## config.mk

```make
export PLATFORM = sky130hd
export DESIGN_NAME = decode_exec_top
export DESIGN_NICKNAME = d
export VERILOG_FILES = /design/src/core_pkg.sv /design/src/decode_exec_top.sv /design/src/alu_execute.sv /design/src/reg_file.sv /design/src/stage_reg.sv /design/src/uop_decoder.sv
export SDC_FILE = /design/constraint.sdc
export NUM_CORES = 2
export LEC_CHECK = 0
export BUFFER_PORTS_ARGS = -buffer_cell sky130_fd_sc_hd__buf_2
export CORE_UTILIZATION = 30
export DETAILED_ROUTE_END_ITERATION = 10
export SYNTH_ARGS = -nofsm -noshare
export SYNTH_HDL_FRONTEND = slang
export SYNTH_HIERARCHICAL = 1
export SYNTH_SLANG_ARGS = --single-unit
```

## constraint.sdc

```tcl
create_clock -name clk_i -period 7 [get_ports clk_i]
set_input_delay 1.4 -clock clk_i [delete_from_list [all_inputs] [get_ports clk_i]]
set_output_delay 1.4 -clock clk_i [all_outputs]
set_load 0.1 [all_outputs]
```

## src/core_pkg.sv

```systemverilog
package core_pkg;

    // ------------------------------------------------------------------------
    // widths
    // ------------------------------------------------------------------------
    localparam int XLEN   = 32;
    localparam int REG_AW = 5;
    localparam int TAG_W  = 4;

    // ------------------------------------------------------------------------
    // rv32i encoding fields
    // ------------------------------------------------------------------------
    localparam logic [6:0] OPC_LUI    = 7'b0110111;
    localparam logic [6:0] OPC_AUIPC  = 7'b0010111;
    localparam logic [6:0] OPC_JAL    = 7'b1101111;
    localparam logic [6:0] OPC_JALR   = 7'b1100111;
    localparam logic [6:0] OPC_BRANCH = 7'b1100011;
    localparam logic [6:0] OPC_LOAD   = 7'b0000011;
    localparam logic [6:0] OPC_STORE  = 7'b0100011;
    localparam logic [6:0] OPC_OP_IMM = 7'b0010011;
    localparam logic [6:0] OPC_OP     = 7'b0110011;

    localparam logic [2:0] F3_ADD = 3'b000;   // also jalr.
    localparam logic [2:0] F3_XOR = 3'b100;
    localparam logic [2:0] F3_OR  = 3'b110;
    localparam logic [2:0] F3_AND = 3'b111;
    localparam logic [2:0] F3_BEQ = 3'b000;
    localparam logic [2:0] F3_BNE = 3'b001;
    localparam logic [2:0] F3_BLT = 3'b100;
    localparam logic [2:0] F3_W   = 3'b010;   // word load and store.

    localparam logic [6:0] F7_BASE = 7'b0000000;
    localparam logic [6:0] F7_SUB  = 7'b0100000;

    // which bits take part in a match, per format.
    localparam logic [31:0] MASK_U = 32'h0000_007f;
    localparam logic [31:0] MASK_I = 32'h0000_707f;
    localparam logic [31:0] MASK_R = 32'hfe00_707f;

    // ------------------------------------------------------------------------
    // micro-op encodings
    // ------------------------------------------------------------------------
    typedef enum logic [2:0] {
        ALU_ADD,
        ALU_SUB,
        ALU_AND,
        ALU_OR,
        ALU_XOR
    } alu_op_e;

    typedef enum logic [1:0] {
        OPA_RS1,
        OPA_PC,
        OPA_ZERO
    } opa_sel_e;

    typedef enum logic {
        OPB_RS2,
        OPB_IMM
    } opb_sel_e;

    typedef struct packed {
        logic              valid;
        logic              illegal;
        logic [TAG_W-1:0]  tag;
        logic [XLEN-1:0]   pc;
        logic [REG_AW-1:0] rs1;
        logic [REG_AW-1:0] rs2;
        logic [REG_AW-1:0] rd;
        logic [XLEN-1:0]   imm;      // sign-extended or upper.
        alu_op_e           alu_op;
        opa_sel_e          opa_sel;
        opb_sel_e          opb_sel;
        logic              rd_we;
    } uop_t;

    typedef struct packed {
        logic              valid;
        logic [REG_AW-1:0] rd;
        logic [XLEN-1:0]   data;
        logic [TAG_W-1:0]  tag;
    } wb_t;

endpackage
```

## src/decode_exec_top.sv

```systemverilog
module decode_exec_top import core_pkg::*; (
    input  logic              clk_i,
    input  logic              rstn_i,
    input  logic              instr_valid_i,
    input  logic [31:0]       instr_i,
    input  logic [XLEN-1:0]   pc_i,
    input  logic              flush_i,
    output logic              illegal_o,
    output logic              wb_valid_o,
    output logic [REG_AW-1:0] wb_rd_o,
    output logic [XLEN-1:0]   wb_data_o,
    output logic [TAG_W-1:0]  wb_tag_o
);

    uop_t              dec_uop;
    uop_t              dec_uop_q;
    uop_t              exe_uop;
    wb_t               exe_wb;
    wb_t               wb_q;
    logic [REG_AW-1:0] rs1_addr;
    logic [REG_AW-1:0] rs2_addr;
    logic [XLEN-1:0]   rs1_data;
    logic [XLEN-1:0]   rs2_data;

    // ------------------------------------------------------------------------
    // decode stage
    // ------------------------------------------------------------------------
    uop_decoder u_dec (
        .clk_i         (clk_i),
        .rstn_i        (rstn_i),
        .instr_valid_i (instr_valid_i),
        .flush_i       (flush_i),
        .instr_i       (instr_i),
        .pc_i          (pc_i),
        .uop_o         (dec_uop)
    );

    stage_reg #(.payload_t(uop_t)) u_dec_q (
        .clk_i   (clk_i),
        .rstn_i  (rstn_i),
        .clear_i (flush_i),
        .d_i     (dec_uop),
        .q_o     (dec_uop_q)
    );

    // ------------------------------------------------------------------------
    // execute and writeback
    // ------------------------------------------------------------------------
    // flush also kills the micro-op sitting in execute.
    always_comb begin
        exe_uop       = dec_uop_q;
        exe_uop.valid = dec_uop_q.valid && !flush_i;
    end

    alu_execute u_exe (
        .uop_i      (exe_uop),
        .wb_fwd_i   (wb_q),
        .rs1_addr_o (rs1_addr),
        .rs2_addr_o (rs2_addr),
        .rs1_data_i (rs1_data),
        .rs2_data_i (rs2_data),
        .wb_o       (exe_wb)
    );

    stage_reg #(.payload_t(wb_t)) u_wb_q (
        .clk_i   (clk_i),
        .rstn_i  (rstn_i),
        .clear_i (1'b0),
        .d_i     (exe_wb),
        .q_o     (wb_q)
    );

    reg_file u_rf (
        .clk_i      (clk_i),
        .rstn_i     (rstn_i),
        .rs1_addr_i (rs1_addr),
        .rs2_addr_i (rs2_addr),
        .rs1_data_o (rs1_data),
        .rs2_data_o (rs2_data),
        .we_i       (wb_q.valid && (wb_q.rd != '0)),
        .wr_addr_i  (wb_q.rd),
        .wr_data_i  (wb_q.data)
    );

    assign illegal_o  = dec_uop_q.illegal;
    assign wb_valid_o = wb_q.valid;
    assign wb_rd_o    = wb_q.rd;
    assign wb_data_o  = wb_q.data;
    assign wb_tag_o   = wb_q.tag;

endmodule

```

## src/alu_execute.sv

```systemverilog
module alu_execute import core_pkg::*; (
    input  uop_t              uop_i,
    input  wb_t               wb_fwd_i,
    output logic [REG_AW-1:0] rs1_addr_o,
    output logic [REG_AW-1:0] rs2_addr_o,
    input  logic [XLEN-1:0]   rs1_data_i,
    input  logic [XLEN-1:0]   rs2_data_i,
    output wb_t               wb_o
);

    logic            fwd_ok;
    logic [XLEN-1:0] rs1_val;
    logic [XLEN-1:0] rs2_val;
    logic [XLEN-1:0] op_a;
    logic [XLEN-1:0] op_b;
    logic [XLEN-1:0] result;

    assign rs1_addr_o = uop_i.rs1;
    assign rs2_addr_o = uop_i.rs2;

    // ------------------------------------------------------------------------
    // forwarding from the writeback register
    // ------------------------------------------------------------------------
    // the result in wb covers the cycle before it lands in the file.
    assign fwd_ok = wb_fwd_i.valid && (wb_fwd_i.rd != '0);

    assign rs1_val = (fwd_ok && (wb_fwd_i.rd == uop_i.rs1)) ? wb_fwd_i.data : rs1_data_i;
    assign rs2_val = (fwd_ok && (wb_fwd_i.rd == uop_i.rs2)) ? wb_fwd_i.data : rs2_data_i;

    // ------------------------------------------------------------------------
    // operands and alu
    // ------------------------------------------------------------------------
    always_comb begin
        case (uop_i.opa_sel)
            OPA_RS1:  op_a = rs1_val;
            OPA_PC:   op_a = uop_i.pc;
            OPA_ZERO: op_a = '0;           // lui.
            default:  op_a = '0;
        endcase
    end

    assign op_b = (uop_i.opb_sel == OPB_IMM) ? uop_i.imm : rs2_val;

    always_comb begin
        case (uop_i.alu_op)
            ALU_ADD: result = op_a + op_b;
            ALU_SUB: result = op_a - op_b;
            ALU_AND: result = op_a & op_b;
            ALU_OR:  result = op_a | op_b;
            ALU_XOR: result = op_a ^ op_b;
            default: result = '0;
        endcase
    end

    // writeback record, rd 0 still reported.
    always_comb begin
        wb_o.valid = uop_i.valid && uop_i.rd_we;
        wb_o.rd    = uop_i.rd;
        wb_o.data  = result;
        wb_o.tag   = uop_i.tag;
    end

endmodule

```

## src/reg_file.sv

```systemverilog
module reg_file import core_pkg::*; (
    input  logic              clk_i,
    input  logic              rstn_i,
    input  logic [REG_AW-1:0] rs1_addr_i,
    input  logic [REG_AW-1:0] rs2_addr_i,
    output logic [XLEN-1:0]   rs1_data_o,
    output logic [XLEN-1:0]   rs2_data_o,
    input  logic              we_i,
    input  logic [REG_AW-1:0] wr_addr_i,
    input  logic [XLEN-1:0]   wr_data_i
);

    logic [XLEN-1:0] regs [2**REG_AW];

    always_ff @(posedge clk_i) begin
        if (!rstn_i) begin
            for (int i = 0; i < 2**REG_AW; i++) begin
                regs[i] <= '0;
            end
        end else if (we_i && (wr_addr_i != '0)) begin   // x0 never written.
            regs[wr_addr_i] <= wr_data_i;
        end
    end

    // combinational read, x0 reads as zero.
    assign rs1_data_o = (rs1_addr_i == '0) ? '0 : regs[rs1_addr_i];
    assign rs2_data_o = (rs2_addr_i == '0) ? '0 : regs[rs2_addr_i];

endmodule

```

## src/stage_reg.sv

```systemverilog
module stage_reg #(
    parameter type payload_t = logic [31:0]
) (
    input  logic     clk_i,
    input  logic     rstn_i,
    input  logic     clear_i,
    input  payload_t d_i,
    output payload_t q_o
);

    // one payload per cycle, zeroed on reset or clear.
    always_ff @(posedge clk_i) begin
        if (!rstn_i || clear_i) begin
            q_o <= '0;
        end else begin
            q_o <= d_i;
        end
    end

endmodule

```

## src/uop_decoder.sv

```systemverilog
module uop_decoder import core_pkg::*; (
    input  logic            clk_i,
    input  logic            rstn_i,
    input  logic            instr_valid_i,
    input  logic            flush_i,
    input  logic [31:0]     instr_i,
    input  logic [XLEN-1:0] pc_i,
    output uop_t            uop_o
);

    logic             decode_en;
    logic             alu_hit;
    logic             other_hit;
    logic [TAG_W-1:0] tag_q;
    logic             issued_q;

    logic is_lui, is_auipc, is_jal, is_jalr;
    logic is_beq, is_bne, is_blt, is_lw, is_sw;
    logic is_addi, is_add, is_sub, is_and, is_or, is_xor;

    function automatic logic [31:0] pat(
        input logic [6:0] f7,
        input logic [2:0] f3,
        input logic [6:0] opc
    );
        return {f7, 10'b0, f3, 5'b0, opc};
    endfunction

    function automatic logic hit(
        input logic [31:0] word,
        input logic [31:0] mask,
        input logic [31:0] match
    );
        return (word & mask) == match;
    endfunction

    // ------------------------------------------------------------------------
    // pattern match
    // ------------------------------------------------------------------------
    assign is_lui   = hit(instr_i, MASK_U, pat(F7_BASE, 3'b000, OPC_LUI));
    assign is_auipc = hit(instr_i, MASK_U, pat(F7_BASE, 3'b000, OPC_AUIPC));
    assign is_jal   = hit(instr_i, MASK_U, pat(F7_BASE, 3'b000, OPC_JAL));
    assign is_jalr  = hit(instr_i, MASK_I, pat(F7_BASE, F3_ADD, OPC_JALR));
    assign is_beq   = hit(instr_i, MASK_I, pat(F7_BASE, F3_BEQ, OPC_BRANCH));
    assign is_bne   = hit(instr_i, MASK_I, pat(F7_BASE, F3_BNE, OPC_BRANCH));
    assign is_blt   = hit(instr_i, MASK_I, pat(F7_BASE, F3_BLT, OPC_BRANCH));
    assign is_lw    = hit(instr_i, MASK_I, pat(F7_BASE, F3_W, OPC_LOAD));
    assign is_sw    = hit(instr_i, MASK_I, pat(F7_BASE, F3_W, OPC_STORE));
    assign is_addi  = hit(instr_i, MASK_I, pat(F7_BASE, F3_ADD, OPC_OP_IMM));
    assign is_add   = hit(instr_i, MASK_R, pat(F7_BASE, F3_ADD, OPC_OP));
    assign is_sub   = hit(instr_i, MASK_R, pat(F7_SUB, F3_ADD, OPC_OP));
    assign is_and   = hit(instr_i, MASK_R, pat(F7_BASE, F3_AND, OPC_OP));
    assign is_or    = hit(instr_i, MASK_R, pat(F7_BASE, F3_OR, OPC_OP));
    assign is_xor   = hit(instr_i, MASK_R, pat(F7_BASE, F3_XOR, OPC_OP));

    assign alu_hit   = is_lui | is_auipc | is_addi | is_add | is_sub
                     | is_and | is_or | is_xor;
    // recognised, but no micro-op.
    assign other_hit = is_jal | is_jalr | is_beq | is_bne | is_blt | is_lw | is_sw;

    assign decode_en = instr_valid_i && !flush_i;   // flushed word is absent.

    // ------------------------------------------------------------------------
    // micro-op build
    // ------------------------------------------------------------------------
    always_comb begin
        uop_o         = '0;
        uop_o.valid   = decode_en && alu_hit;
        uop_o.illegal = decode_en && !(alu_hit || other_hit);
        uop_o.tag     = tag_q;
        uop_o.pc      = pc_i;
        uop_o.rs1     = instr_i[19:15];
        uop_o.rs2     = instr_i[24:20];
        uop_o.rd      = instr_i[11:7];
        uop_o.imm     = {{20{instr_i[31]}}, instr_i[31:20]};
        uop_o.alu_op  = ALU_ADD;
        uop_o.opa_sel = OPA_RS1;
        uop_o.opb_sel = OPB_IMM;
        uop_o.rd_we   = alu_hit;

        if (is_lui || is_auipc) begin
            uop_o.imm     = {instr_i[31:12], 12'b0};
            uop_o.opa_sel = is_lui ? OPA_ZERO : OPA_PC;
        end

        if (is_add || is_sub || is_and || is_or || is_xor) begin
            uop_o.opb_sel = OPB_RS2;
            if (is_sub) begin
                uop_o.alu_op = ALU_SUB;
            end else if (is_and) begin
                uop_o.alu_op = ALU_AND;
            end else if (is_or) begin
                uop_o.alu_op = ALU_OR;
            end else if (is_xor) begin
                uop_o.alu_op = ALU_XOR;
            end
        end
    end

    // tag counter. a flush also kills the micro-op issued one edge ago,
    // so its tag is handed back.
    always_ff @(posedge clk_i) begin
        if (!rstn_i) begin
            tag_q    <= '0;
            issued_q <= 1'b0;
        end else begin
            issued_q <= uop_o.valid;
            if (uop_o.valid) begin
                tag_q <= tag_q + 1'b1;   // wraps mod 16.
            end else if (flush_i && issued_q) begin
                tag_q <= tag_q - 1'b1;
            end
        end
    end

endmodule

```

==> Yosys cells after proc, flatten, opt, wreduce, memory -nomap -nowiden <==
Memory sizes are Yosys's and may differ from the RTL's. A register that Yosys moved wholly into a read port is not among the register bits.
Index checks and enable logic that the tools add are counted.
{ "word_totals": {"ff_bits": 139, "input_bits": 68, "out_inout_bits": 43, "memories": 1, "ram_bits": 1024, "elab_cells": 123} }
{ "mem_list": {"columns": ["memory", "words", "width", "rd", "rd_ports_with_merged_regs", "wr", "line", "text"], "rows": [
  ["u_rf.regs", 32, 32, 2, 2, 32, "reg_file.sv:13", "logic [XLEN-1:0] regs [2**REG_AW];"]
]} }
{ "classes": {"eq_ne": 22, "n_bitwise": 18, "mux": 25, "n_reduce_logical": 32, "n_addsub": 4} }
{ "ops": {"columns": ["operator", "n"], "rows": [
  ["32-bit 2-to-1 mux", 6],
  ["32-bit case mux with 5 select lines", 1],
  ["32-bit case mux with 2 select lines", 1],
  ["17-bit by 10-bit == test with 1-bit output (second input constant)", 3],
  ["32-bit adder", 1],
  ["32-bit AND", 1],
  ["32-bit bitwise OR", 1],
  ["32-bit OR reduction", 1],
  ["32-bit subtractor", 1],
  ["32-bit XOR", 1],
  ["31-bit 2-to-1 mux", 1],
  ["10-bit by 7-bit == test with 1-bit output (second input constant)", 2],
  ["10-bit by 9-bit == test with 1-bit output (second input constant)", 2],
  ["17-bit by 16-bit == test with 1-bit output (second input constant)", 1],
  ["17-bit by 6-bit == test with 1-bit output (second input constant)", 1],
  ["5-bit 2-to-1 mux", 3],
  ["1-bit bitwise OR", 13],
  ["10-bit == test (second input constant)", 1],
  ["10-bit by 5-bit == test with 1-bit output (second input constant)", 1],
  ["10-bit by 8-bit == test with 1-bit output (second input constant)", 1],
  ["5-bit == test", 2],
  ["1-bit logical AND", 10],
  ["5-bit zero test", 2],
  ["4-bit 2-to-1 mux", 2],
  ["other kinds (22)", 42]
]} }

==> Depth between registers and ports, before layout <==
{ "depth": {"ltp_word": 11, "mapped_depth": 31, "depth_no_buf": 25} }

==> Modules after synthesis <==
Netlist, hierarchy kept.
{ "by_module_without_submodules": {"columns": ["mod", "cells_per_inst", "area_per_inst_um2", "seq_area_each_um2", "n_inst"], "rows": [
  ["reg_file", 3509, 54204.5, 30749.5, 1],
  ["alu_execute", 926, 6153.4, 0.0, 1],
  ["stage_reg (u_dec_q)", 204, 2805.2, 1841.8, 1],
  ["stage_reg (u_wb_q)", 92, 1301.2, 840.8, 1],
  ["uop_decoder", 159, 1186.1, 100.1, 1],
  ["decode_exec_top", 4, 25.0, 0.0, 1]
]} }

==> Worst setup path before layout <==
No wires, ideal clock.
{ "synth_path": {"path_kind": "reg2reg", "startpoint": "register u_wb_q/q_o[38] (netlist name)", "endpoint": "register u_wb_q/q_o[34] (netlist name)", "setup_ns": 0.117, "setup_slack_ns": 0.961, "stages_incl_launch_ff": 22, "t_arrival_ns": 5.922, "path_buffers": 1, "required_ns": 6.883, "synth_period_minus_slack_ns": 6.039, "path_cell_list": "dfxtp_1 -> or4_4 -> o21ai_0 -> nor4_1 -> clkbuf_1 -> mux2i_1 -> o21ai_0 -> nand2b_1 -> ha_1 -> inv_1 -> fa_1 -> a21o_1 -> a21o_1 -> a211oi_1 -> o31ai_1 -> a21oi_1 -> o211ai_1 -> a221oi_1 -> o21ai_0 -> xnor2_1 -> o221ai_1 -> and3b_2"} }
{ "synth_rtl": {"columns": ["element", "line", "text"], "rows": [
  ["start, declared", "stage_reg.sv:8", "output payload_t q_o"],
  ["start signal, assigned", "stage_reg.sv:16", "q_o <= d_i;"]
]} }

==> results.txt <==
The number of max-slew violations in the final report is 2. The detailed-router iteration count before antenna repair is 6. Summing every instance area after synthesis gives 65680 µm².

Setup repair after global routing left no endpoint under its margin. The worst hold path belongs to the class reg2reg. The total overflow left after global routing is 0. For the post-placement setup slack, the log shows 239.8 ps. Count of different cell masters after synthesis: 87. For this design, the sink count on the clock tree is 1163. The via count normalized by instance count works out to 5.680. After the last flow step, the layout net total stands at 5187. The number of enable-type register cells in the synthesized netlist is 1024.

The run gives 45.37k as the total via count in the routed design. Library cell used as clock root buffer: sky130_fd_sc_hd__clkbuf_16. The final wirelength was 242000 µm; the filler-free cell count of the finished design was 7988.

TritonCTS built the clock tree. The Yosys step of the flow raised 6 warnings. Routability-driven placement finished with a final weighted congestion of 0.9298. Setup violations remaining at the end of the flow were counted as 0. The layout has 20.88k filler cells. The clock period minus final worst setup slack was 6733 ps; the synthesized area per cell was 13.42 µm². In the final routed layout, each cell accounts on average for 30.29 µm. The maximum clock frequency was 0.1485 GHz; the die footprint was 220800 µm². Relative to the synthesized area, the layout overhead comes to 14.81%. The run gives 7730 as the total instance count after detailed placement.

Buffers inserted during clock tree synthesis total 136. After the first detailed-routing iteration, the DRC count stood at 6223. The tools report the area of the core region as 217400 µm². In this run the power spent charging and discharging nets is 0.005182 W. The hold buffer count at CTS is 0. The tools report the estimated wirelength of the detail-placed design as 156600 µm.

The die is 469.9 µm tall. Power spread over the standard cell area amounts to 239.3 nW/µm². The worst supply voltage drop on vdd is 247.6 µV, and the count of input and output buffers is 110. Share of the clock period used by the worst path: 0.9619. The clock network power share was 0.391; the width of the die was 469.9 µm. The number of antenna violations at the first check in global routing came out at 22. The effective utilization at floorplan is 0.3021. The logs give 337700 µm for the global-route wire length before repair and 7680 ps for the worst path required time. The post-synthesis async set-or-reset flop share was 0. Summed over all failing endpoints, the final setup total negative slack is 0 ps. The worst path arrival time is 7410 ps, and the number of placed I/O pins is 111. The share of cells above drive strength 1 came out at 0.2640. The tools report the design internal power as 0.01286 W.

The tools report the least setup slack across all paths after layout as 266.7 ps. The relative contribution of combinational cells to total power was 0.168; the largest buffer count on any clock path was 3. The actual transition at the worst max-transition pin came out at 1529 ps. The number of max-cap violations was 1; the count of nets left with antenna violations after detail routing was 0. Number of global-route vias before repair: 45.22k. STA classifies the critical path startpoint as a flip-flop. The switching power share of the total was 0.2872; the clock latency on the worst-skew pair was 810 ps. In this run the static leakage power is 27.29 nW. The logs give 0 for the count of unresolved DRC violations after routing and 0.5106 for the proportion of synthesized chip area in sequential cells. The post-synthesis register bit count was 1163; the number of core rows was 171. In this run the worst path has a maximum fanout of 13.

STA classifies the critical path endpoint as a flip-flop. The checks that failed: capacitance limit, slew limit. For the maximum number of pins on one net before global-route repair, the log shows 97. Clock skew on the completed layout was measured at 29.72 ps. For this run, the leading register cell type out of synthesis is sky130_fd_sc_hd__edfxtp_1. The logs give 0.2136 for the total global-route track usage and 4 for the deepest level of the CTS H-tree. After clock tree synthesis, the clock-pin slew on the worst setup and hold paths is 60 ps. The critical path is of the reg2reg type. Synthesis produced 4894 cells. The run finished, with violations left. For the sequential share of power, the log shows 0.441. The logs give -0.02744 for the headroom to the max-slew limit and 0 for the count of final hold-check violations.
[power groups by stage]
stage,Clock [W],Sequential (W),Combinational [W]
after floorplan,0,0.00827,0.00155
after global placement,0,0.00808,0.00293
after detailed placement,0,0.00809,0.00294
after CTS,0.00714,0.00795,0.00295
after global routing,0.00738,0.00797,0.00316
final,0.00705,0.00795,0.00304
[layout make-up]
cell class	count	area, µm²	share of cell area
clock buffers	175	3696	0.04902
repair buffers	498	3825	0.05073
well taps	2854	3571	0.04736
clock inverters	73	696.9	0.009243
diodes	5	12.51	0.0001659
multi-input cells	3137	29720	0.3942
inverters	83	311.5	0.004132
flip-flops and latches	1163	33560	0.4451
[metrics by stage]
step                        util  total power (W)  cell area [µm²]  hold WS, ps
final                     0.3469          0.01804            75400        483.5
after global routing      0.3468          0.01851            75390        505.0
after CTS                 0.3464          0.01804            75300        482.4
after detailed placement  0.3262          0.01103            70910        472.0
after global placement    0.3262          0.01100            70910        457.3
after floorplan                -         0.009821            65810        441.6
[what timing repair did]
item,4_1_cts,5_1_grt
buffers inserted,0,5
endpoints found under the setup margin,0,12
gates resized for setup,0,5
[routing by layer]
layer | share of wire | up-vias | wire, µm | GRT usage
met3 | 0.12 | 554 | 29180 | 0.05952
met2 | 0.44 | 2982 | 107100 | 0.3263
met5 | 0.00029 | - | 69 | 0
li1 | - | 18660 | - | -
met1 | 0.38 | 23160 | 92680 | 0.2761
met4 | 0.053 | 12 | 12900 | 0.1088
[critical path, stage by stage (launching register included)]
cell	delay [ps]
sky130_fd_sc_hd__dfxtp_1	440
sky130_fd_sc_hd__buf_4	220
sky130_fd_sc_hd__and2_2	610
sky130_fd_sc_hd__buf_4	300
sky130_fd_sc_hd__a22o_1	220
sky130_fd_sc_hd__a2111oi_1	80
sky130_fd_sc_hd__buf_4	180
sky130_fd_sc_hd__nor3_1	530
sky130_fd_sc_hd__a211oi_1	120
sky130_fd_sc_hd__o311ai_0	490
sky130_fd_sc_hd__buf_4	230
sky130_fd_sc_hd__o21ai_0	120
sky130_fd_sc_hd__xnor2_1	190
sky130_fd_sc_hd__ha_1	350
sky130_fd_sc_hd__o21ai_0	110
sky130_fd_sc_hd__nand2b_1	80
sky130_fd_sc_hd__a21oi_1	90
sky130_fd_sc_hd__o31ai_1	660
sky130_fd_sc_hd__a21oi_1	190
sky130_fd_sc_hd__o211ai_1	310
sky130_fd_sc_hd__a221oi_1	140
sky130_fd_sc_hd__buf_4	170
sky130_fd_sc_hd__o21ai_0	240
sky130_fd_sc_hd__xnor2_1	150
sky130_fd_sc_hd__o221ai_1	130
sky130_fd_sc_hd__and3b_2	250
[cell usage after synthesis, drive strengths merged, types with 18 or more instances]
cell type	n	share of area
nand2	102	0.0059
a21oi	75	0.0057
a2111oi	31	0.0044
mux2i	211	0.032
mux2	31	0.0053
o221ai	33	0.0044
xnor2	57	0.0076
a211oi	60	0.0069
a22oi	18	0.0021
nor2	116	0.0067
mux4	470	0.16
o22ai	80	0.0076
o21ai	135	0.010
nand3	25	0.0019
edfxtp	1024	0.47
nor3	66	0.0050
dfxtp	139	0.042
a21o	37	0.0042
nor2b	20	0.0019
inv	83	0.0047
nand2b	52	0.0050
and2	1015	0.097
and3b	134	0.019
clkbuf	325	0.019
a22o	51	0.0068
ha	98	0.019
buf	222	0.024
[logic make-up after synthesis]
| logic type | after synthesis | synth area share |
|---|---|---|
| adder cells (fa/ha/maj) | 101 | 0.01943 |
| multiplexers | 712 | 0.1986 |
| XOR/XNOR | 67 | 0.008935 |
| flip-flops | 1163 | 0.5106 |
| buffers and inverters | 630 | 0.04694 |
| AO/OA/AOI/OAI | 614 | 0.06479 |
| other | 2 | 0.0001144 |
| AND/OR/NAND/NOR | 1605 | 0.1506 |
[sequential cells by signal, summed over array words and instances (netlist names)]
| name | count |
|---|---|
| u_dec_q/q_o | 92 |
| u_rf/regs | 1024 |
| u_dec/tag_q | 4 |
| u_dec/issued_q | 1 |
| u_wb_q/q_o | 42 |
[layout by cell type (no fill, tap or decap), types with 25 or more instances in the layout]
cell type / netlist / final
sky130_fd_sc_hd__nand3_1: 25 / 25
sky130_fd_sc_hd__and3b_1: 92 / 92
sky130_fd_sc_hd__buf_4: 108 / 359
sky130_fd_sc_hd__a21oi_1: 75 / 75
sky130_fd_sc_hd__nor2_1: 115 / 83
sky130_fd_sc_hd__dfxtp_1: 139 / 128
sky130_fd_sc_hd__edfxtp_1: 1024 / 1024
sky130_fd_sc_hd__xnor2_1: 57 / 57
sky130_fd_sc_hd__a22o_1: 51 / 51
sky130_fd_sc_hd__nand2b_1: 52 / 52
sky130_fd_sc_hd__nand2_1: 101 / 101
sky130_fd_sc_hd__a211oi_1: 59 / 58
sky130_fd_sc_hd__clkbuf_1: 325 / 28
sky130_fd_sc_hd__mux2_2: 31 / 31
sky130_fd_sc_hd__mux4_2: 470 / 470
sky130_fd_sc_hd__a21o_1: 37 / 37
sky130_fd_sc_hd__buf_12: 0 / 27
sky130_fd_sc_hd__o21ai_0: 133 / 102
sky130_fd_sc_hd__mux2i_1: 211 / 211
sky130_fd_sc_hd__conb_1: 2 / 38
sky130_fd_sc_hd__and3b_2: 42 / 42
sky130_fd_sc_hd__buf_2: 70 / 109
sky130_fd_sc_hd__nor3_1: 66 / 64
sky130_fd_sc_hd__o221ai_1: 33 / 33
sky130_fd_sc_hd__and2_1: 1014 / 1013
sky130_fd_sc_hd__ha_1: 98 / 98
sky130_fd_sc_hd__o21ai_4: 0 / 31
sky130_fd_sc_hd__inv_1: 82 / 81
sky130_fd_sc_hd__o22ai_1: 80 / 80
sky130_fd_sc_hd__clkbuf_16: 0 / 140
[final timing paths]
kind	startpoint	to	slack, ps	cells past startpoint
worst max-delay path	u_dec_q/q_o[47]	u_wb_q/q_o[34]	270	25
worst min-delay path	u_dec/tag_q[3]	u_dec/tag_q[3]	480	2
worst max register to register	u_dec_q/q_o[47]	u_wb_q/q_o[34]	270	25
worst min register to register	u_dec/tag_q[3]	u_dec/tag_q[3]	480	2
No activity file was read; power rests on OpenSTA's default activity.
